File: config.mk
export PLATFORM = sky130hd
export DESIGN_NAME = u2_core
export DESIGN_NICKNAME = d
export VERILOG_FILES = /design/src/logic/u2_pkg.sv /design/src/logic/control_regs.sv /design/src/logic/irq_controller.sv /design/src/logic/settings_bus.sv /design/src/logic/simple_timer.sv /design/src/logic/status_readback.sv /design/src/logic/u2_core.sv /design/src/logic/wb_slave_decode.sv
export SDC_FILE = /design/constraint.sdc
export NUM_CORES = 1
export LEC_CHECK = 0
export BUFFER_PORTS_ARGS = -buffer_cell sky130_fd_sc_hd__buf_2
export CAP_MARGIN = 20
export CORE_UTILIZATION = 35
export DETAILED_ROUTE_END_ITERATION = 16
export PLACE_DENSITY = 0.56
export SLEW_MARGIN = 20
export SYNTH_ARGS = -nofsm -noshare
export SYNTH_HDL_FRONTEND = slang
export SYNTH_SLANG_ARGS = --single-unit
File: constraint.sdc
create_clock -name wb_clk -period 4.65 [get_ports wb_clk]
set_input_delay 0.465 -clock wb_clk [delete_from_list [all_inputs] [get_ports wb_clk]]
set_output_delay 0.465 -clock wb_clk [all_outputs]
set_load 0.01 [all_outputs]
File: src/logic/u2_pkg.sv
/* Bus types, address map, settings register numbers and reset values
   of the Wishbone control subsystem, shared by all of its modules */
`default_nettype none

package u2_pkg;

   ////////////////////////////////////////
   // Bus and vector types
   typedef logic [15:0] wb_adr_t;
   typedef logic [31:0] wb_dat_t;
   typedef logic [3:0]  wb_sel_t;
   typedef logic [7:0]  set_addr_t;
   typedef logic [31:0] irq_vec_t;

   ////////////////////////////////////////
   // Address map, top address bits per slot
   localparam int DECODE_W = 6;

   // 0xCC00
   localparam logic [DECODE_W-1:0] SLOT_READBACK = 6'b110011;
   // 0xD400
   localparam logic [DECODE_W-1:0] SLOT_SETTINGS = 6'b110101;
   // 0xD800
   localparam logic [DECODE_W-1:0] SLOT_PIC      = 6'b110110;

   ////////////////////////////////////////
   // Settings bus word addresses
   localparam set_addr_t SR_CLK      = 8'd0;
   localparam set_addr_t SR_SER      = 8'd1;
   localparam set_addr_t SR_ADC      = 8'd2;
   localparam set_addr_t SR_LED      = 8'd3;
   localparam set_addr_t SR_PHY      = 8'd4;
   localparam set_addr_t SR_LED_SRC  = 8'd8;
   // Timer takes this word and the next one
   localparam set_addr_t SR_SIMTIMER = 8'd198;

   // LEDs 1 to 4 on hardware after reset
   localparam logic [7:0] LED_SRC_RESET = 8'h1E;

   // Bump when the register map changes
   localparam wb_dat_t COMPAT_NUM = 32'd4;

   // Interrupt vector bit positions
   localparam int IRQ_ONETIME    = 1;
   localparam int IRQ_PHY        = 4;
   localparam int IRQ_PERIODIC   = 12;
   localparam int IRQ_CLK_STATUS = 13;

endpackage

`default_nettype wire

File: src/logic/control_regs.sv
/* Settings registers for the clock, SERDES, ADC, PHY reset and LED outputs;
   each LED is driven by hardware status or software as its source bit says */
`timescale 1ns/1ps
`default_nettype none

module control_regs (
   input  wire                   wb_clk,
   input  wire                   wb_rst,
   input  wire                   set_stb_i,
   input  wire u2_pkg::set_addr_t set_addr_i,
   input  wire u2_pkg::wb_dat_t   set_data_i,
   input  wire                   clk_status_i,
   input  wire                   serdes_link_up_i,
   output logic                  clock_ready_o,
   output logic [1:0]            clk_en_o,
   output logic [1:0]            clk_sel_o,
   output logic                  ser_enable_o,
   output logic                  ser_prbsen_o,
   output logic                  ser_loopen_o,
   output logic                  ser_rx_en_o,
   output logic                  adc_oe_a_o,
   output logic                  adc_on_a_o,
   output logic                  adc_oe_b_o,
   output logic                  adc_on_b_o,
   output logic                  phy_resetn_o,
   output logic [7:0]            leds_o
);
   import u2_pkg::*;

   logic [4:0] clk_reg;
   logic [3:0] ser_reg;
   logic [3:0] adc_reg;
   logic       phy_reset;
   logic [7:0] led_sw;
   logic [7:0] led_src;
   logic [7:0] led_hw;

   always_ff @(posedge wb_clk) begin
      if (wb_rst) begin
         clk_reg   <= '0;
         ser_reg   <= '0;
         adc_reg   <= '0;
         phy_reset <= 1'b0;
         led_sw    <= '0;
         led_src   <= LED_SRC_RESET;
      end else if (set_stb_i) begin
         case (set_addr_i)
            SR_CLK:     clk_reg   <= set_data_i[4:0];
            SR_SER:     ser_reg   <= set_data_i[3:0];
            SR_ADC:     adc_reg   <= set_data_i[3:0];
            SR_LED:     led_sw    <= set_data_i[7:0];
            SR_PHY:     phy_reset <= set_data_i[0];
            SR_LED_SRC: led_src   <= set_data_i[7:0];
            default:    ;
         endcase
      end
   end

   ////////////////////////////////////////
   // Board control outputs
   assign {clock_ready_o, clk_en_o, clk_sel_o} = clk_reg;
   assign {ser_enable_o, ser_prbsen_o, ser_loopen_o, ser_rx_en_o} = ser_reg;
   assign {adc_oe_a_o, adc_on_a_o, adc_oe_b_o, adc_on_b_o} = adc_reg;
   // PHY reset pin is active low
   assign phy_resetn_o = ~phy_reset;

   ////////////////////////////////////////
   // LEDs, source bit 1 selects hardware
   assign led_hw = {5'd0, clk_status_i, serdes_link_up_i, 1'b0};
   assign leds_o = (led_src & led_hw) | (~led_src & led_sw);

endmodule

`default_nettype wire

File: src/logic/irq_controller.sv
/* Wishbone interrupt controller: rising source edges set pending bits,
   irq_o is the registered OR of pending and mask */
`timescale 1ns/1ps
`default_nettype none

module irq_controller (
   input  wire                   wb_clk,
   input  wire                   wb_rst,
   input  wire                   wb_stb_i,
   input  wire                   wb_we_i,
   input  wire u2_pkg::wb_adr_t   wb_adr_i,
   input  wire u2_pkg::wb_dat_t   wb_dat_i,
   output u2_pkg::wb_dat_t       wb_dat_o,
   output logic                  wb_ack_o,
   input  wire u2_pkg::irq_vec_t  irq_vec_i,
   output logic                  irq_o
);
   import u2_pkg::*;

   irq_vec_t   mask;
   irq_vec_t   pending;
   irq_vec_t   vec_d;
   irq_vec_t   edges;
   irq_vec_t   clr;
   logic [2:0] word;
   logic       wr;

   assign word = wb_adr_i[4:2];
   // Write acts once, on the first cycle of the request
   assign wr = wb_stb_i & ~wb_ack_o & wb_we_i;

   assign edges = irq_vec_i & ~vec_d;
   // Write 1 to clear on the pending word
   assign clr = (wr && word == 3'd1) ? wb_dat_i : '0;

   always_ff @(posedge wb_clk) begin
      if (wb_rst) begin
         wb_ack_o <= 1'b0;
         mask     <= '0;
         pending  <= '0;
         vec_d    <= '0;
         irq_o    <= 1'b0;
      end else begin
         wb_ack_o <= wb_stb_i & ~wb_ack_o;
         vec_d    <= irq_vec_i;
         // A new edge wins over a clear in the same cycle
         pending  <= (pending & ~clr) | edges;
         irq_o    <= |(pending & mask);
         if (wr && word == 3'd0) begin
            mask <= wb_dat_i;
         end
      end
   end

   ////////////////////////////////////////
   // Read words
   always_comb begin
      case (word)
         3'd0:    wb_dat_o = mask;
         3'd1:    wb_dat_o = pending;
         3'd2:    wb_dat_o = irq_vec_i;
         default: wb_dat_o = '0;
      endcase
   end

endmodule

`default_nettype wire

File: src/logic/settings_bus.sv
/* Wishbone slave that turns each write into a one-cycle settings strobe
   with word address and data; reads are acked and return nothing */
`timescale 1ns/1ps
`default_nettype none

module settings_bus (
   input  wire                 wb_clk,
   input  wire                 wb_rst,
   input  wire                 wb_stb_i,
   input  wire                 wb_we_i,
   input  wire u2_pkg::wb_adr_t wb_adr_i,
   input  wire u2_pkg::wb_dat_t wb_dat_i,
   output logic                wb_ack_o,
   output logic                set_stb_o,
   output u2_pkg::set_addr_t   set_addr_o,
   output u2_pkg::wb_dat_t     set_data_o
);

   logic first;

   // First cycle of a request, the ack closes it on the next edge
   assign first = wb_stb_i & ~wb_ack_o;

   always_ff @(posedge wb_clk) begin
      if (wb_rst) begin
         wb_ack_o  <= 1'b0;
         set_stb_o <= 1'b0;
      end else begin
         wb_ack_o  <= first;
         set_stb_o <= first & wb_we_i;
      end
   end

   // Word address is byte address bits 9:2
   always_ff @(posedge wb_clk) begin
      if (first) begin
         set_addr_o <= wb_adr_i[9:2];
         set_data_o <= wb_dat_i;
      end
   end

endmodule

`default_nettype wire

File: src/logic/simple_timer.sv
/* One-shot and periodic interrupt timer programmed over the settings bus;
   a write of 0 to either word stops that timer */
`timescale 1ns/1ps
`default_nettype none

module simple_timer (
   input  wire                   wb_clk,
   input  wire                   wb_rst,
   input  wire                   set_stb_i,
   input  wire u2_pkg::set_addr_t set_addr_i,
   input  wire u2_pkg::wb_dat_t   set_data_i,
   output logic                  onetime_int_o,
   output logic                  periodic_int_o
);
   import u2_pkg::*;

   localparam set_addr_t SR_PERIODIC = SR_SIMTIMER + 8'd1;

   wb_dat_t onetime_cnt;
   wb_dat_t periodic_cnt;
   wb_dat_t period;
   logic    onetime_wr;
   logic    periodic_wr;

   assign onetime_wr  = set_stb_i & (set_addr_i == SR_SIMTIMER);
   assign periodic_wr = set_stb_i & (set_addr_i == SR_PERIODIC);

   // Down-counter, pulse when it passes from 1 to 0
   always_ff @(posedge wb_clk) begin
      if (wb_rst) begin
         onetime_cnt   <= '0;
         onetime_int_o <= 1'b0;
      end else if (onetime_wr) begin
         onetime_cnt   <= set_data_i;
         onetime_int_o <= 1'b0;
      end else begin
         onetime_int_o <= (onetime_cnt == 32'd1);
         if (onetime_cnt != '0) begin
            onetime_cnt <= onetime_cnt - 32'd1;
         end
      end
   end

   // Reloads from period on every pulse
   always_ff @(posedge wb_clk) begin
      if (wb_rst) begin
         period         <= '0;
         periodic_cnt   <= '0;
         periodic_int_o <= 1'b0;
      end else if (periodic_wr) begin
         period         <= set_data_i;
         periodic_cnt   <= set_data_i;
         periodic_int_o <= 1'b0;
      end else if (period == '0) begin
         periodic_int_o <= 1'b0;
      end else if (periodic_cnt == 32'd1) begin
         periodic_int_o <= 1'b1;
         periodic_cnt   <= period;
      end else begin
         periodic_int_o <= 1'b0;
         periodic_cnt   <= periodic_cnt - 32'd1;
      end
   end

endmodule

`default_nettype wire

File: src/logic/status_readback.sv
/* Read-only Wishbone status words: board straps, compatibility number,
   raw interrupt vector and a free-running cycle counter */
`timescale 1ns/1ps
`default_nettype none

module status_readback (
   input  wire                   wb_clk,
   input  wire                   wb_rst,
   input  wire                   wb_stb_i,
   input  wire u2_pkg::wb_adr_t   wb_adr_i,
   output u2_pkg::wb_dat_t       wb_dat_o,
   output logic                  wb_ack_o,
   input  wire u2_pkg::irq_vec_t  irq_vec_i,
   input  wire                   sim_mode_i,
   input  wire [3:0]             clock_divider_i
);
   import u2_pkg::*;

   wb_dat_t cycle_count;
   wb_dat_t word_dat;
   logic    first;

   assign first = wb_stb_i & ~wb_ack_o;

   always_ff @(posedge wb_clk) begin
      if (wb_rst) begin
         cycle_count <= '0;
         wb_ack_o    <= 1'b0;
      end else begin
         cycle_count <= cycle_count + 32'd1;
         wb_ack_o    <= first;
      end
   end

   // Sixteen words, unlisted ones read 0
   always_comb begin
      case (wb_adr_i[5:2])
         4'd9:    word_dat = {sim_mode_i, 27'd0, clock_divider_i};
         4'd12:   word_dat = COMPAT_NUM;
         4'd13:   word_dat = irq_vec_i;
         4'd15:   word_dat = cycle_count;
         default: word_dat = '0;
      endcase
   end

   // Sampled together with the ack, writes are ignored
   always_ff @(posedge wb_clk) begin
      if (first) begin
         wb_dat_o <= word_dat;
      end
   end

endmodule

`default_nettype wire

File: src/logic/u2_core.sv
/* Top level of the wb_clk control subsystem: address decoder, settings bus
   with its control registers and timer, interrupt controller and status words */
`timescale 1ns/1ps
`default_nettype none

module u2_core (
   input  wire                 wb_clk,
   input  wire                 wb_rst,
   input  wire u2_pkg::wb_adr_t wb_adr_i,
   input  wire u2_pkg::wb_dat_t wb_dat_i,
   input  wire u2_pkg::wb_sel_t wb_sel_i,
   input  wire                 wb_we_i,
   input  wire                 wb_cyc_i,
   input  wire                 wb_stb_i,
   output u2_pkg::wb_dat_t     wb_dat_o,
   output logic                wb_ack_o,
   output logic                wb_err_o,
   input  wire                 phy_int_n_i,
   input  wire                 clk_status_i,
   input  wire                 serdes_link_up_i,
   input  wire                 sim_mode_i,
   input  wire [3:0]           clock_divider_i,
   output logic                irq_o,
   output logic                clock_ready_o,
   output logic [1:0]          clk_en_o,
   output logic [1:0]          clk_sel_o,
   output logic                ser_enable_o,
   output logic                ser_prbsen_o,
   output logic                ser_loopen_o,
   output logic                ser_rx_en_o,
   output logic                adc_oe_a_o,
   output logic                adc_on_a_o,
   output logic                adc_oe_b_o,
   output logic                adc_on_b_o,
   output logic                phy_resetn_o,
   output logic [7:0]          leds_o
);
   import u2_pkg::*;

   logic      rb_stb, set_wb_stb, pic_stb;
   logic      rb_ack, set_ack, pic_ack;
   wb_dat_t   rb_dat, pic_dat;
   logic      set_stb;
   set_addr_t set_addr;
   wb_dat_t   set_data;
   logic      onetime_int, periodic_int;
   irq_vec_t  irq_vec;

   ////////////////////////////////////////
   // Bus decode
   wb_slave_decode slave_decode_inst (
      .wb_clk(wb_clk), .wb_rst(wb_rst),
      .wb_adr_i(wb_adr_i), .wb_sel_i(wb_sel_i), .wb_cyc_i(wb_cyc_i), .wb_stb_i(wb_stb_i),
      .rb_stb_o(rb_stb), .set_wb_stb_o(set_wb_stb), .pic_stb_o(pic_stb),
      .rb_ack_i(rb_ack), .rb_dat_i(rb_dat), .set_ack_i(set_ack),
      .pic_ack_i(pic_ack), .pic_dat_i(pic_dat),
      .wb_ack_o(wb_ack_o), .wb_err_o(wb_err_o), .wb_dat_o(wb_dat_o));

   ////////////////////////////////////////
   // Settings bus and its registers
   settings_bus settings_bus_inst (
      .wb_clk(wb_clk), .wb_rst(wb_rst),
      .wb_stb_i(set_wb_stb), .wb_we_i(wb_we_i), .wb_adr_i(wb_adr_i), .wb_dat_i(wb_dat_i),
      .wb_ack_o(set_ack),
      .set_stb_o(set_stb), .set_addr_o(set_addr), .set_data_o(set_data));

   control_regs control_regs_inst (
      .wb_clk(wb_clk), .wb_rst(wb_rst),
      .set_stb_i(set_stb), .set_addr_i(set_addr), .set_data_i(set_data),
      .clk_status_i(clk_status_i), .serdes_link_up_i(serdes_link_up_i),
      .clock_ready_o(clock_ready_o), .clk_en_o(clk_en_o), .clk_sel_o(clk_sel_o),
      .ser_enable_o(ser_enable_o), .ser_prbsen_o(ser_prbsen_o),
      .ser_loopen_o(ser_loopen_o), .ser_rx_en_o(ser_rx_en_o),
      .adc_oe_a_o(adc_oe_a_o), .adc_on_a_o(adc_on_a_o),
      .adc_oe_b_o(adc_oe_b_o), .adc_on_b_o(adc_on_b_o),
      .phy_resetn_o(phy_resetn_o), .leds_o(leds_o));

   simple_timer simple_timer_inst (
      .wb_clk(wb_clk), .wb_rst(wb_rst),
      .set_stb_i(set_stb), .set_addr_i(set_addr), .set_data_i(set_data),
      .onetime_int_o(onetime_int), .periodic_int_o(periodic_int));

   // Interrupt sources, PHY line is active low
   always_comb begin
      irq_vec                 = '0;
      irq_vec[IRQ_ONETIME]    = onetime_int;
      irq_vec[IRQ_PHY]        = ~phy_int_n_i;
      irq_vec[IRQ_PERIODIC]   = periodic_int;
      irq_vec[IRQ_CLK_STATUS] = clk_status_i;
   end

   irq_controller irq_controller_inst (
      .wb_clk(wb_clk), .wb_rst(wb_rst),
      .wb_stb_i(pic_stb), .wb_we_i(wb_we_i), .wb_adr_i(wb_adr_i), .wb_dat_i(wb_dat_i),
      .wb_dat_o(pic_dat), .wb_ack_o(pic_ack),
      .irq_vec_i(irq_vec), .irq_o(irq_o));

   status_readback status_readback_inst (
      .wb_clk(wb_clk), .wb_rst(wb_rst),
      .wb_stb_i(rb_stb), .wb_adr_i(wb_adr_i), .wb_dat_o(rb_dat), .wb_ack_o(rb_ack),
      .irq_vec_i(irq_vec), .sim_mode_i(sim_mode_i), .clock_divider_i(clock_divider_i));

endmodule

`default_nettype wire

File: src/logic/wb_slave_decode.sv
/* Address decoder between the external Wishbone master and the three slaves;
   unmapped slots and empty byte selects get a registered error */
`timescale 1ns/1ps
`default_nettype none

module wb_slave_decode (
   input  wire                 wb_clk,
   input  wire                 wb_rst,
   input  wire u2_pkg::wb_adr_t wb_adr_i,
   input  wire u2_pkg::wb_sel_t wb_sel_i,
   input  wire                 wb_cyc_i,
   input  wire                 wb_stb_i,
   output logic                rb_stb_o,
   output logic                set_wb_stb_o,
   output logic                pic_stb_o,
   input  wire                 rb_ack_i,
   input  wire u2_pkg::wb_dat_t rb_dat_i,
   input  wire                 set_ack_i,
   input  wire                 pic_ack_i,
   input  wire u2_pkg::wb_dat_t pic_dat_i,
   output logic                wb_ack_o,
   output logic                wb_err_o,
   output u2_pkg::wb_dat_t     wb_dat_o
);
   import u2_pkg::*;

   logic [DECODE_W-1:0] slot;
   logic                req;
   logic                lanes;
   logic                hit_rb;
   logic                hit_set;
   logic                hit_pic;

   assign slot  = wb_adr_i[$bits(wb_adr_t)-1 -: DECODE_W];
   assign req   = wb_cyc_i & wb_stb_i;
   // No byte lane selected counts as a miss
   assign lanes = |wb_sel_i;

   assign hit_rb  = lanes & (slot == SLOT_READBACK);
   assign hit_set = lanes & (slot == SLOT_SETTINGS);
   assign hit_pic = lanes & (slot == SLOT_PIC);

   assign rb_stb_o     = req & hit_rb;
   assign set_wb_stb_o = req & hit_set;
   assign pic_stb_o    = req & hit_pic;

   // Return path from the selected slave, settings slot reads zero
   always_comb begin
      wb_ack_o = 1'b0;
      wb_dat_o = '0;
      if (hit_rb) begin
         wb_ack_o = rb_ack_i;
         wb_dat_o = rb_dat_i;
      end else if (hit_set) begin
         wb_ack_o = set_ack_i;
      end else if (hit_pic) begin
         wb_ack_o = pic_ack_i;
         wb_dat_o = pic_dat_i;
      end
   end

   // Error one cycle after stb, single cycle wide
   always_ff @(posedge wb_clk) begin
      if (wb_rst) begin
         wb_err_o <= 1'b0;
      end else begin
         wb_err_o <= req & ~(hit_rb | hit_set | hit_pic) & ~wb_err_o;
      end
   end

endmodule

`default_nettype wire

==> key figures, run 1 <==
Pwr
  • Peak supply drop: around 0.00035 V
  • Clock power share: a little over two fifths
  • Sequential Power Share: roughly 42%
  • Sw Ratio: 27.19%
  • Logic gate share of total power: 15.5%
  • Sw Pwr: 0.001908 W
  • Pwr/cell area: ~440 nW/um^2
  • Int Pwr: around 0.0051 W
  • Leak: ~5.8 nW

Routing
  • Final WL: between 30000 and 40000 microns
  • First-pass DRT Iterations: 5
  • Vias: about 12000
  • Initial drt markers: about 1100
  • DRC viols: 0
  • Vias per inst: about 5.4
  • Routed WL per cell: 18.18 microns
  • Final ANT Viol Nets: 0

Final layout
  • Antenna diodes: 0
  • Filler cells: 3891
  • Final instance area: around 16000 sq um
  • Area taken by flip-flops and latches: between 6000 and 7000 sq um
  • Share of post-route cells with drive strength above 1: 13.49%
  • Multi-input gate area: 6501 sq um
  • Fin nets: roughly 1700
  • Synth-to-layout area growth: 16.53%

Synthesis
  • Post-synth top flop: dfxtp_1
  • Synth top area cells: dfxtp_1 (34%), edfxtp_1 (16%), nand2_1 (6.4%), a21oi_1 (5.0%), nor2_1 (3.9%)
  • Share of flip-flops with an asynchronous set or reset: 0%
  • Synthesized flop and latch total: 306
  • Count of flip-flops with a built-in enable after synthesis: 72
  • Unique cell type count in the Yosys netlist: 75
  • Post-synth net total: about 1600
  • Yosys top cell area share: 33.96%
  • Cells after synthesis: between 1500 and 2000
  • Mean Syn Cell Area: ~8.8 sq um
  • Mapped Area: around 14000 sq um
  • Largest area contributor in the netlist: dfxtp_1
  • Ys Warns: 0
  • Sequential share of the synthesized area: between 40% and 50%

Placed design
  • Buffers added on ports: 119
  • Placed cell area: around 15000 sq um
  • Hpwl dp: around 27000 microns
  • RePlAce Congestion: ~0.84

Floorplanning
  • Core area: 38740 sq um
  • Starting Density: 35.61%
  • Die span in x: roughly 200 microns
  • Die H: approximately 200 microns
  • Ports: approximately 120
  • FP Rows: between 70 and 80
  • Die area: 40210 sq um

STA
  • Final Hold Vio Count: 0
  • Slew HR: a little over a quarter
  • Fmax: between 300 and 400 MHz
  • Final Slew Violations: 0
  • Min Tclk post-route: ~3.3 ns
  • Tightest Pin Transition: roughly 1.1 ns
  • Setup TNS: 0 ns
  • Clock Skew: 0.02781 ns
  • RSZ-0062 raised after global routing: no
  • Final period utilization: approximately 71%
  • Hold WS: between 0.1 and 0.15 ns
  • Setup-failing EPs final: 0

CTS
  • Total CTS buffers: 35
  • Root Buffer: clkbuf_16
  • Post-cts resize count: 0
  • Clock Path Buffers: 3
  • Htree depth: 2
  • Worst skew pair latency: ~0.54 ns
  • Post-CTS setup buffers: 0
  • CTS clk-pin slew, worst paths: about 0.060 ns
  • Hold Buf Count CTS: 0
  • CTS tree: built
  • Clk sinks: between 300 and 400

Setup path
  • CP required: a little over 5 ns
  • CP endpoint kind: flop
  • Crit path max fanout: 27
  • Startpoint types: flop
  • Arr. time, crit path: 3.73 ns
  • Crit Path Class: reg -> reg

Global routing
  • First-pass GRT wire length: about 63000 microns
  • Total grt overflow: 0
  • All-layer global routing usage: between 15 and 20%
  • Number of global-route vias before repair: around 11000
  • Pin count of the biggest net entering global routing: around 130
  • Initial antenna violation count: 0

Job
  • MaxCap Viol Count: 0

Hold path
  • Hold WC Path Type: in -> reg

Outcome
  • Outcome: completed
-- synthesized netlist by cell type (12+ instances only) --
master    number
a211oi_1      17
nand3_1       29
xnor2_1       26
edfxtp_1      72
or4_1         14
mux2i_1       29
o21ai_1       17
clkbuf_1      88
nor3_1        53
dfxtp_1      234
nor2_1       145
xor2_1        25
and2_1        22
a21oi_1      139
nand2b_1      30
a21boi_0      15
nor2b_1       19
nand4_1       19
nor4_1        36
o21ai_0       61
o211ai_1      12
nand2_1      236
inv_1         20
or3_1         19
a22oi_1       38
-- placed cells by master, fill, tap and decap left out, types with 12 or more instances in the layout --
cell / n
or3_1: 19
and2_1: 22
a22oi_1: 38
a21boi_0: 15
nand4_1: 19
o21ai_0: 61
inv_1: 20
xnor2_1: 26
nand2b_1: 30
buf_2: 118
a21oi_1: 139
xor2_1: 25
or4_1: 13
edfxtp_1: 72
buf_4: 20
mux2i_1: 29
nand3_1: 29
o211ai_1: 12
o21ai_1: 17
a211oi_1: 17
dfxtp_1: 234
nor2_1: 142
nor4_1: 35
clkbuf_16: 37
nor2b_1: 19
nor3_1: 51
nand2_1: 236
-- final cells by class --
class / count / area share, %
clock buffers: 47 / 6.243
inverters: 20 / 0.4671
multi-input cells: 1132 / 40.45
repair buffers: 139 / 4.679
well taps: 518 / 4.032
flip-flops and latches: 306 / 42.60
clock inverters: 17 / 1.534
-- logic make-up (layout without fill, tap and decap cells) --
family | Yosys count | count (layout) | synth area share (%)
fa+ha+maj | 6 | 6 | 0.5443
xor+xnor | 51 | 51 | 3.238
buf+inv | 123 | 223 | 3.547
mux | 32 | 32 | 2.349
flops | 306 | 306 | 49.64
compound gates | 370 | 370 | 16.70
simple gates | 673 | 673 | 23.98
-- routing by layer --
| layer | global-route usage (%) | share of wire [%] |
|---|---|---|
| met2 | 33.07 | 49 |
| met5 | 0 | 0 |
| met3 | 2.630 | 4.7 |
| met4 | 5.153 | 1.7 |
| met1 | 26.03 | 45 |
-- through the flow --
step | utilization (%) | setup slack (ns) | instances | power, W
after global routing | 41.49 | 1.184 | 2179 | 0.007319
after detailed placement | 38.26 | 1.357 | 2115 | 0.004093
after CTS | 41.49 | 1.343 | 2179 | 0.007074
final | 41.49 | 1.327 | 2179 | 0.007019
after floorplan | - | 0.5001 | 1561 | 0.003826
after global placement | 38.26 | 1.401 | 2115 | 0.004071
-- final timing paths --
path / from / endpoint / slack [ns] / cells past startpoint
setup / recovery: simple_timer_inst.periodic_cnt[12] / simple_timer_inst.periodic_cnt[7] / 1.33 / 6
hold / removal: wb_adr_i[7] / settings_bus_inst.set_addr_o[5] / 0.11 / 1
setup reg to reg: simple_timer_inst.periodic_cnt[12] / simple_timer_inst.periodic_cnt[7] / 1.33 / 6
hold reg to reg: slave_decode_inst.wb_err_o / slave_decode_inst.wb_err_o / 0.42 / 1
-- power groups by stage --
| stage | sequential (W) | clock (W) | combinational, W |
|---|---|---|---|
| 6_report | 0.00296 | 0.00297 | 0.00109 |
| 5_1_grt | 0.00298 | 0.00315 | 0.00120 |
| 4_1_cts | 0.00295 | 0.00303 | 0.00109 |
| 3_5_place_dp | 0.00301 | 0 | 0.00108 |
| 3_3_place_gp | 0.00301 | 0 | 0.00106 |
| 2_1_floorplan | 0.00298 | 0 | 0.000849 |
-- worst max-delay path: stages (launching register included) --
cell	delay, ns
dfxtp_1	0.37
nor4_2	0.45
nand4_1	0.47
or4_1	1.14
nor3_1	0.39
a21oi_1	0.07
a32o_1	0.30
Note: power is estimated with default switching activity, not from simulation.
==> inputs of run 2 (changes only) <==
ABC_AREA = 1   (was not set)
PLACE_DENSITY = 0.55   (was 0.56)
clock period = 3.45 ns   (was 4.65 ns; I/O delays follow)
==> run 2 against run 1 <==
Net effect: global-route usage is 2.3 points higher; combinational power grew 110%; power rose by 44%; via count grew 22%; critical path depth is the same; clock skew down 0.014 ns; die area rose by 12%; first-iteration DRC count is 14% lower; largest power group is now sequential cells.
==> key figures, run 2 <==
Pwr
  • Sw Ratio: 32.39% (was 27.19%)
  • Pwr/cell area: 568.1 nW/um^2 (was 436.7 nW/um^2)
  • Power Total: 0.01011 W (was 0.007019 W)
  • Leak: 7.603 nW (was 5.789 nW)
  • Sequential Power Share: 39.6% (was 42.1%)
  • Logic gate share of total power: 22.7% (was 15.5%)
  • Int Pwr: 0.006835 W (was 0.005111 W)
  • Clock power share: 37.6% (was 42.4%)
  • Sw Pwr: 0.003274 W (was 0.001908 W)
  • Peak supply drop: 0.0003082 V (was 0.0003484 V)

Setup path
  • CP endpoint kind: flop (unchanged)
  • Buf+Inv Stages, Crit Path: 2 (was 0)
  • CP required: 3.90 ns (was 5.05 ns)
  • Crit path max fanout: 48 (was 27)
  • Largest delay share family, worst path: simple AND/OR/NAND/NOR gates (unchanged)
  • Cell mode on critical path: nand2_1
  • Crit Path Class: reg -> reg (unchanged)
  • CP peak stage delay: 0.80 ns (was 1.14 ns)
  • Arr. time, crit path: 3.04 ns (was 3.73 ns)
  • Worst-path cell chain: nand2_1 > inv_2 > nand2_1 > buf_4 > nand2_1 > o21ai_0 (was nor4_2 > nand4_1 > or4_1 > nor3_1 > a21oi_1 > a32o_1)
  • Startpoint types: flop (unchanged)
  • Slowest stage cell, crit path: nand2_1 (was or4_1)

STA
  • RSZ-0062 raised after global routing: no (unchanged)
  • Final period utilization: 75.20% (was 71.46%)
  • Clock Skew: 0.01400 ns (was 0.02781 ns)
  • Setup-failing EPs final: 0 (unchanged)
  • Min Tclk post-route: 2.594 ns (was 3.323 ns)
  • Tightest Pin Transition: 1.099 ns (was 1.107 ns)
  • Final Slew Violations: 0 (unchanged)
  • Final Hold Vio Count: 0 (unchanged)
  • Slew HR: 26.57% (was 26.23%)
  • Fmax: 385.5 MHz (was 300.9 MHz)
  • Setup TNS: 0 ns (unchanged)

Floorplanning
  • Die H: 212.0 microns (was 200.5 microns)
  • Ports: 122 (unchanged)
  • Core area: 43270 sq um (was 38740 sq um)
  • Starting Density: 35.67% (was 35.61%)
  • Die area: 44940 sq um (was 40210 sq um)
  • FP Rows: 76 (was 72)
  • Die span in x: 212.0 microns (was 200.5 microns)

Global routing
  • Initial antenna violation count: 2 (was 0)
  • All-layer global routing usage: 21.83% (was 19.50%)
  • First-pass GRT wire length: 75880 microns (was 63020 microns)
  • Total grt overflow: 0 (unchanged)
  • Number of global-route vias before repair: 13460 (was 11090)
  • Pin count of the biggest net entering global routing: 124 (was 126)

CTS
  • Total CTS buffers: 37 (was 35)
  • Htree depth: 2 (unchanged)
  • CTS clk-pin slew, worst paths: 0.06 ns (about the same)
  • Post-CTS setup buffers: 0 (unchanged)
  • CTS tree: built (unchanged)
  • Root Buffer: clkbuf_16 (unchanged)
  • Post-cts resize count: 0 (unchanged)
  • Clock Path Buffers: 3 (unchanged)
  • Hold Buf Count CTS: 9 (was 0)
  • Worst skew pair latency: 0.55 ns (was 0.54 ns)
  • Clk sinks: 306 (unchanged)

Final layout
  • Share of post-route cells with drive strength above 1: 12.02% (was 13.49%)
  • Multi-input gate area: 7020 sq um (was 6501 sq um)
  • Commonest non-fill, non-tap cells in the layout: nand2_1 (476), nor2_1 (323), inv_1 (300), dfxtp_1 (234), nand3_1 (169) (was nand2_1 (236), dfxtp_1 (234), nor2_1 (142), a21oi_1 (139), buf_2 (118))
  • Filler cells: 4575 (was 3891)
  • Area taken by flip-flops and latches: 6847 sq um (unchanged)
  • Most common cell after layout, fill and taps aside: nand2_1 (unchanged)
  • Fin nets: 2340 (was 1705)
  • Synth-to-layout area growth: 15.30% (was 16.53%)

Outcome
  • Outcome: completed (unchanged)

Synthesis
  • Most frequent cell after synthesis: nand2_1 (unchanged)
  • Unique cell type count in the Yosys netlist: 50 (was 75)
  • Share of flip-flops with an asynchronous set or reset: 0% (unchanged)
  • Mean Syn Cell Area: 7.125 sq um (was 8.836 sq um)
  • Cells after synthesis: 2166 (was 1561)
  • Synthesized flop and latch total: 306 (unchanged)
  • Mapped Area: 15430 sq um (was 13790 sq um)
  • Sequential share of the synthesized area: 44.36% (was 49.64%)
  • Count of flip-flops with a built-in enable after synthesis: 72 (unchanged)
  • Synth cell count leaders: nand2_1 (477), nor2_1 (324), inv_1 (301), dfxtp_1 (234), nand3_1 (169) (was nand2_1 (236), dfxtp_1 (234), nor2_1 (145), a21oi_1 (139), clkbuf_1 (88))
  • Post-synth top flop: dfxtp_1 (unchanged)
  • Largest area contributor in the netlist: dfxtp_1 (unchanged)
  • Yosys top cell area share: 30.35% (was 33.96%)
  • Post-synth net total: 2237 (was 1632)
  • Ys Warns: 0 (unchanged)
  • Synth top area cells: dfxtp_1 (30%), edfxtp_1 (14%), nand2_1 (12%), nor2_1 (7.9%), inv_1 (7.3%) (was dfxtp_1 (34%), edfxtp_1 (16%), nand2_1 (6.4%), a21oi_1 (5.0%), nor2_1 (3.9%))

Routing
  • First-pass DRT Iterations: 5 (unchanged)
  • DRC viols: 0 (unchanged)
  • Vias: 14240 (was 11720)
  • Final WL: 48660 microns (was 39610 microns)
  • Final ANT Viol Nets: 0 (unchanged)
  • Routed WL per cell: 16.88 microns (was 18.18 microns)
  • Vias per inst: 4.940 (was 5.378)
  • Initial drt markers: 933 (was 1084)

Hold path
  • Hold WC Path Type: in -> reg (unchanged)

Job
  • MaxCap Viol Count: 0 (unchanged)

Placed design
  • Hpwl dp: 35430 microns (was 27340 microns)
  • Buffers added on ports: 119 (unchanged)
  • RePlAce Congestion: 0.9286 (was 0.8418)
## run 2: cell types whose count changed in the layout (fill, tap and decap cells not counted), sizes merged, moves of 23 or more
cell,delta
inv,+291
nand2b,-30
nand2,+252
nor2,+215
nor4,-35
nand3,+145
o21ai,+39
a21oi,-23
mux2i,-29
o22ai,+47
a22oi,-38
## run 2: cell families after synthesis
group	share of synthesized area, %
and+or+nand+nor	31.76
buffers and inverters	10.29
AOI/OAI and AO/OA	11.95
DFF	44.36
xor gates and xnor gates	1.078
adders and majority gates	0.4864
muxes	0.07296
## run 2: worst register-to-register path, stage by stage (launching register included)
cell,delay (ns)
edfxtp_1,0.47
nand2_1,0.19
inv_2,0.04
nand2_1,0.06
buf_4,0.46
nand2_1,0.82
o21ai_0,0.46
## run 2: power groups by stage
stage               clock [W]  combinational, W  sequential [W]
finish                0.00380           0.00230         0.00401
global placement            0           0.00225         0.00407
global route          0.00404           0.00263         0.00403
floorplan                   0           0.00177         0.00403
detailed placement          0           0.00226         0.00407
CTS                   0.00388           0.00229         0.00400
## run 2: stage by stage
stage                     hold slack (ns)  instances  instance area [sq um]  utilization [%]  worst slack, ns
after global placement             0.4060       2806                  16530            38.20           0.8372
after detailed placement           0.4189       2806                  16530            38.20           0.7776
after floorplan                    0.4215       2166                  15440                -           0.3463
after CTS                        0.002975       2882                  17790            41.12           0.7829
after global routing              0.01442       2883                  17790            41.13           0.6938
final                             0.01684       2883                  17790            41.13           0.8557
## run 2: worst paths after layout
path / cells after the start / slack, ns / from / end
worst max-delay path: 6 / 0.86 / settings_bus_inst.set_addr_o[1] / simple_timer_inst.period[8]
worst min register to register: 1 / 0.43 / slave_decode_inst.wb_err_o / slave_decode_inst.wb_err_o
worst max register to register: 6 / 0.86 / settings_bus_inst.set_addr_o[1] / simple_timer_inst.period[8]
worst min-delay path: 2 / 0.02 / wb_dat_i[17] / irq_controller_inst.pending[17]
## run 2: final cells by class
class                      instances  area share (%)
clock inverter                    17          0.6750
inverter                         311           6.567
tap                              585           4.113
clock buffer                      50           5.934
sequential                       306           38.48
multi-input combinational       1467           39.45
antenna                            1         0.01406
timing repair buffer             146           4.767
## run 2: per-layer routing
layer / share of wire (%) / wire length [microns] / vias up / track usage, %
li1: - / - / 7199 / -
met1: 44 / 21630 / 6612 / 28.39
met2: 47 / 23040 / 348 / 36.51
met3: 4.9 / 2385 / 82 / 3.028
met4: 3.3 / 1604 / 0 / 8.471
met5: 0 / 0 / - / 0
==> inputs of run 3 (changes only) <==
PLACE_DENSITY = 0.57   (was 0.55)
clock period = 2.15 ns   (was 3.45 ns; I/O delays follow)
==> run 3 against run 2 <==
Net effect: clock power is 60% higher; cell count is 2.4% higher; sequential share of layout area fell by 1.4 points; global-route usage about the same; register-to-register slack got worse by 0.70 ns; worst setup slack got worse by 0.70 ns; critical path depth grew 4; hold slack improved by 0.011 ns; die area unchanged; count of clock-buffer cells in the layout decreased by 1; first-iteration DRC count up 14%.
==> key figures, run 3 (same netlist as run 2, synthesis figures left out) <==
Outcome
  • Outcome: completed (unchanged)

STA
  • RSZ-0062 raised after global routing: no (unchanged)
  • Clock Skew: 0.01675 ns (was 0.01400 ns)
  • Setup-failing EPs final: 0 (unchanged)
  • Final period utilization: 92.84% (was 75.20%)
  • Setup TNS: 0 ns (unchanged)
  • Min Tclk post-route: 1.996 ns (was 2.594 ns)
  • Slew HR: 51.21% (was 26.57%)
  • Fmax: 501.0 MHz (was 385.5 MHz)
  • Final Hold Vio Count: 0 (unchanged)
  • Final Slew Violations: 0 (unchanged)
  • Tightest Pin Transition: 0.7301 ns (was 1.099 ns)

Pwr
  • Pwr/cell area: 880.8 nW/um^2 (was 568.1 nW/um^2)
  • Leak: 7.918 nW (was 7.603 nW)
  • Peak supply drop: 0.0005441 V (was 0.0003082 V)

CTS
  • Root Buffer: clkbuf_16 (unchanged)
  • Htree depth: 2 (unchanged)
  • Clock Path Buffers: 3 (unchanged)
  • Worst skew pair latency: 0.56 ns (was 0.55 ns)
  • Clk sinks: 306 (unchanged)
  • CTS clk-pin slew, worst paths: 0.06 ns (about the same)
  • CTS tree: built (unchanged)
  • Total CTS buffers: 36 (was 37)

Routing
  • Routed WL per cell: 16.40 microns (was 16.88 microns)
  • Initial drt markers: 1064 (was 933)
  • Final WL: 48400 microns (was 48660 microns)
  • Final ANT Viol Nets: 0 (unchanged)
  • DRC viols: 0 (unchanged)
  • First-pass DRT Iterations: 5 (unchanged)
  • Vias per inst: 4.933 (was 4.940)
  • Vias: 14560 (was 14240)

Placed design
  • Placed cell area: 16820 sq um (was 16530 sq um)
  • Buffers added on ports: 119 (unchanged)
  • RePlAce Congestion: 0.9197 (was 0.9286)
  • Hpwl dp: 35430 microns (about the same)

Setup path
  • CP endpoint kind: flop (unchanged)
  • CP required: 2.63 ns (was 3.90 ns)
  • CP peak stage delay: 0.30 ns (was 0.80 ns)
  • Arr. time, crit path: 2.47 ns (was 3.04 ns)
  • Slowest stage cell, crit path: dfxtp_1 (was nand2_1)
  • Startpoint types: flop (unchanged)
  • Crit path max fanout: 24 (was 48)
  • Worst-path cell chain: nor2_1 > nand2_1 > nor2_1 > nand2_1 > nor2_4 > buf_6 > nand2_2 > o21bai_1 > inv_1 > a21oi_1 (was nand2_1 > inv_2 > nand2_1 > buf_4 > nand2_1 > o21ai_0)
  • Crit Path Class: reg -> reg (unchanged)

Final layout
  • Most common cell after layout, fill and taps aside: nand2_1 (unchanged)
  • Fin nets: 2408 (was 2340)
  • Share of post-route cells with drive strength above 1: 12.94% (was 12.02%)
  • Final instance area: 18440 sq um (was 17790 sq um)
  • Commonest non-fill, non-tap cells in the layout: nand2_1 (475), nor2_1 (322), inv_1 (300), dfxtp_1 (234), nand3_1 (169) (was nand2_1 (476), nor2_1 (323), inv_1 (300), dfxtp_1 (234), nand3_1 (169))
  • Filler cells: 4464 (was 4575)
  • Synth-to-layout area growth: 19.50% (was 15.30%)

Floorplanning
  • Ports: 122 (unchanged)
  • Die H: 212.0 microns (unchanged)
  • Core area: 43270 sq um (unchanged)
  • Starting Density: 35.67% (unchanged)
  • Die area: 44940 sq um (unchanged)
  • Die span in x: 212.0 microns (unchanged)
  • FP Rows: 76 (unchanged)

Global routing
  • Grt peak-use layer: met2 (unchanged)
  • Pin count of the biggest net entering global routing: 124 (unchanged)
  • GRT met2 Usage: 35.85% (was 36.51%)
  • Met1 usage in global routing: 28.54% (was 28.39%)
  • Total grt overflow: 0 (unchanged)
  • First-pass GRT wire length: 76410 microns (was 75880 microns)
  • All-layer global routing usage: 21.83% (about the same)
  • Global Route met3 Usage: 3.279% (was 3.028%)
  • Initial antenna violation count: 5 (was 2)
  • Number of global-route vias before repair: 13920 (was 13460)

Job
  • MaxCap Viol Count: 0 (unchanged)

Hold path
  • Hold WC Path Type: in -> reg (unchanged)
[run 3: through the flow]
| step | instances | setup WS (ns) | total power (W) | hold slack [ns] | utilization [%] |
|---|---|---|---|---|---|
| floorplan | 2166 | 0.09570 | 0.009296 | 0.2991 | - |
| detailed placement | 2840 | -0.1414 | 0.01017 | 0.4058 | 38.88 |
| global placement | 2840 | -0.1182 | 0.01015 | 0.4090 | 38.87 |
| CTS | 2949 | 0.003130 | 0.01637 | 0.004215 | 42.60 |
| global route | 2951 | 0.007599 | 0.01720 | 0.03771 | 42.63 |
| finish | 2951 | 0.1540 | 0.01624 | 0.02806 | 42.63 |
[run 3: path summary, 6_finish.rpt]
check	startpoint	cells past startpoint	to	slack, ns
worst max-delay path	simple_timer_inst.period[23]	10	simple_timer_inst.periodic_cnt[0]	0.15
worst min register to register	slave_decode_inst.wb_err_o	1	slave_decode_inst.wb_err_o	0.42
worst min-delay path	wb_we_i	3	irq_controller_inst.mask[4]	0.03
worst max register to register	simple_timer_inst.period[23]	10	simple_timer_inst.periodic_cnt[0]	0.15
[run 3: power by group]
part,internal [W],total (W),switching [W]
Sequential,0.00616,0.00643,0.000267
Combinational,0.00129,0.00372,0.00243
Clock,0.00355,0.00609,0.00255
Total,0.0110,0.0162,0.00525
[run 3: area by class of cell]
cell class | count | area (sq um) | share of cell area (%)
antenna | 2 | 5.005 | 0.02714
clock buffer | 49 | 1001 | 5.427
clock inverter | 16 | 163.9 | 0.8887
inverter | 311 | 1169 | 6.336
multi-input combinational | 1467 | 7030 | 38.12
sequential | 306 | 6847 | 37.12
tap | 585 | 732.0 | 3.969
timing repair buffer | 215 | 1495 | 8.107
[run 3: critical path, delay by kind of cell (launching register included)]
kind                   cells  cell delay (ns)
AND/OR/NAND/NOR            6             0.96
AO/OA/AOI/OAI              2             0.34
buffers and inverters      2             0.31
flip-flops                 1             0.30
[run 3: what timing repair did]
item | CTS | global route
resized for setup | 1 | 2
hold buffers | 44 | 0
gates cloned | 0 | 0
endpoints found under the setup margin | 10 | 10
hold endpoints to repair | 100 | 0
setup buffers | 0 | 0
[run 3: routing by layer]
layer  vias up  routed length, microns
li1       7341                       -
met1      6719                   21680
met2       410                   22330
met3        82                    2609
met4         4                    1753
met5         -                      24
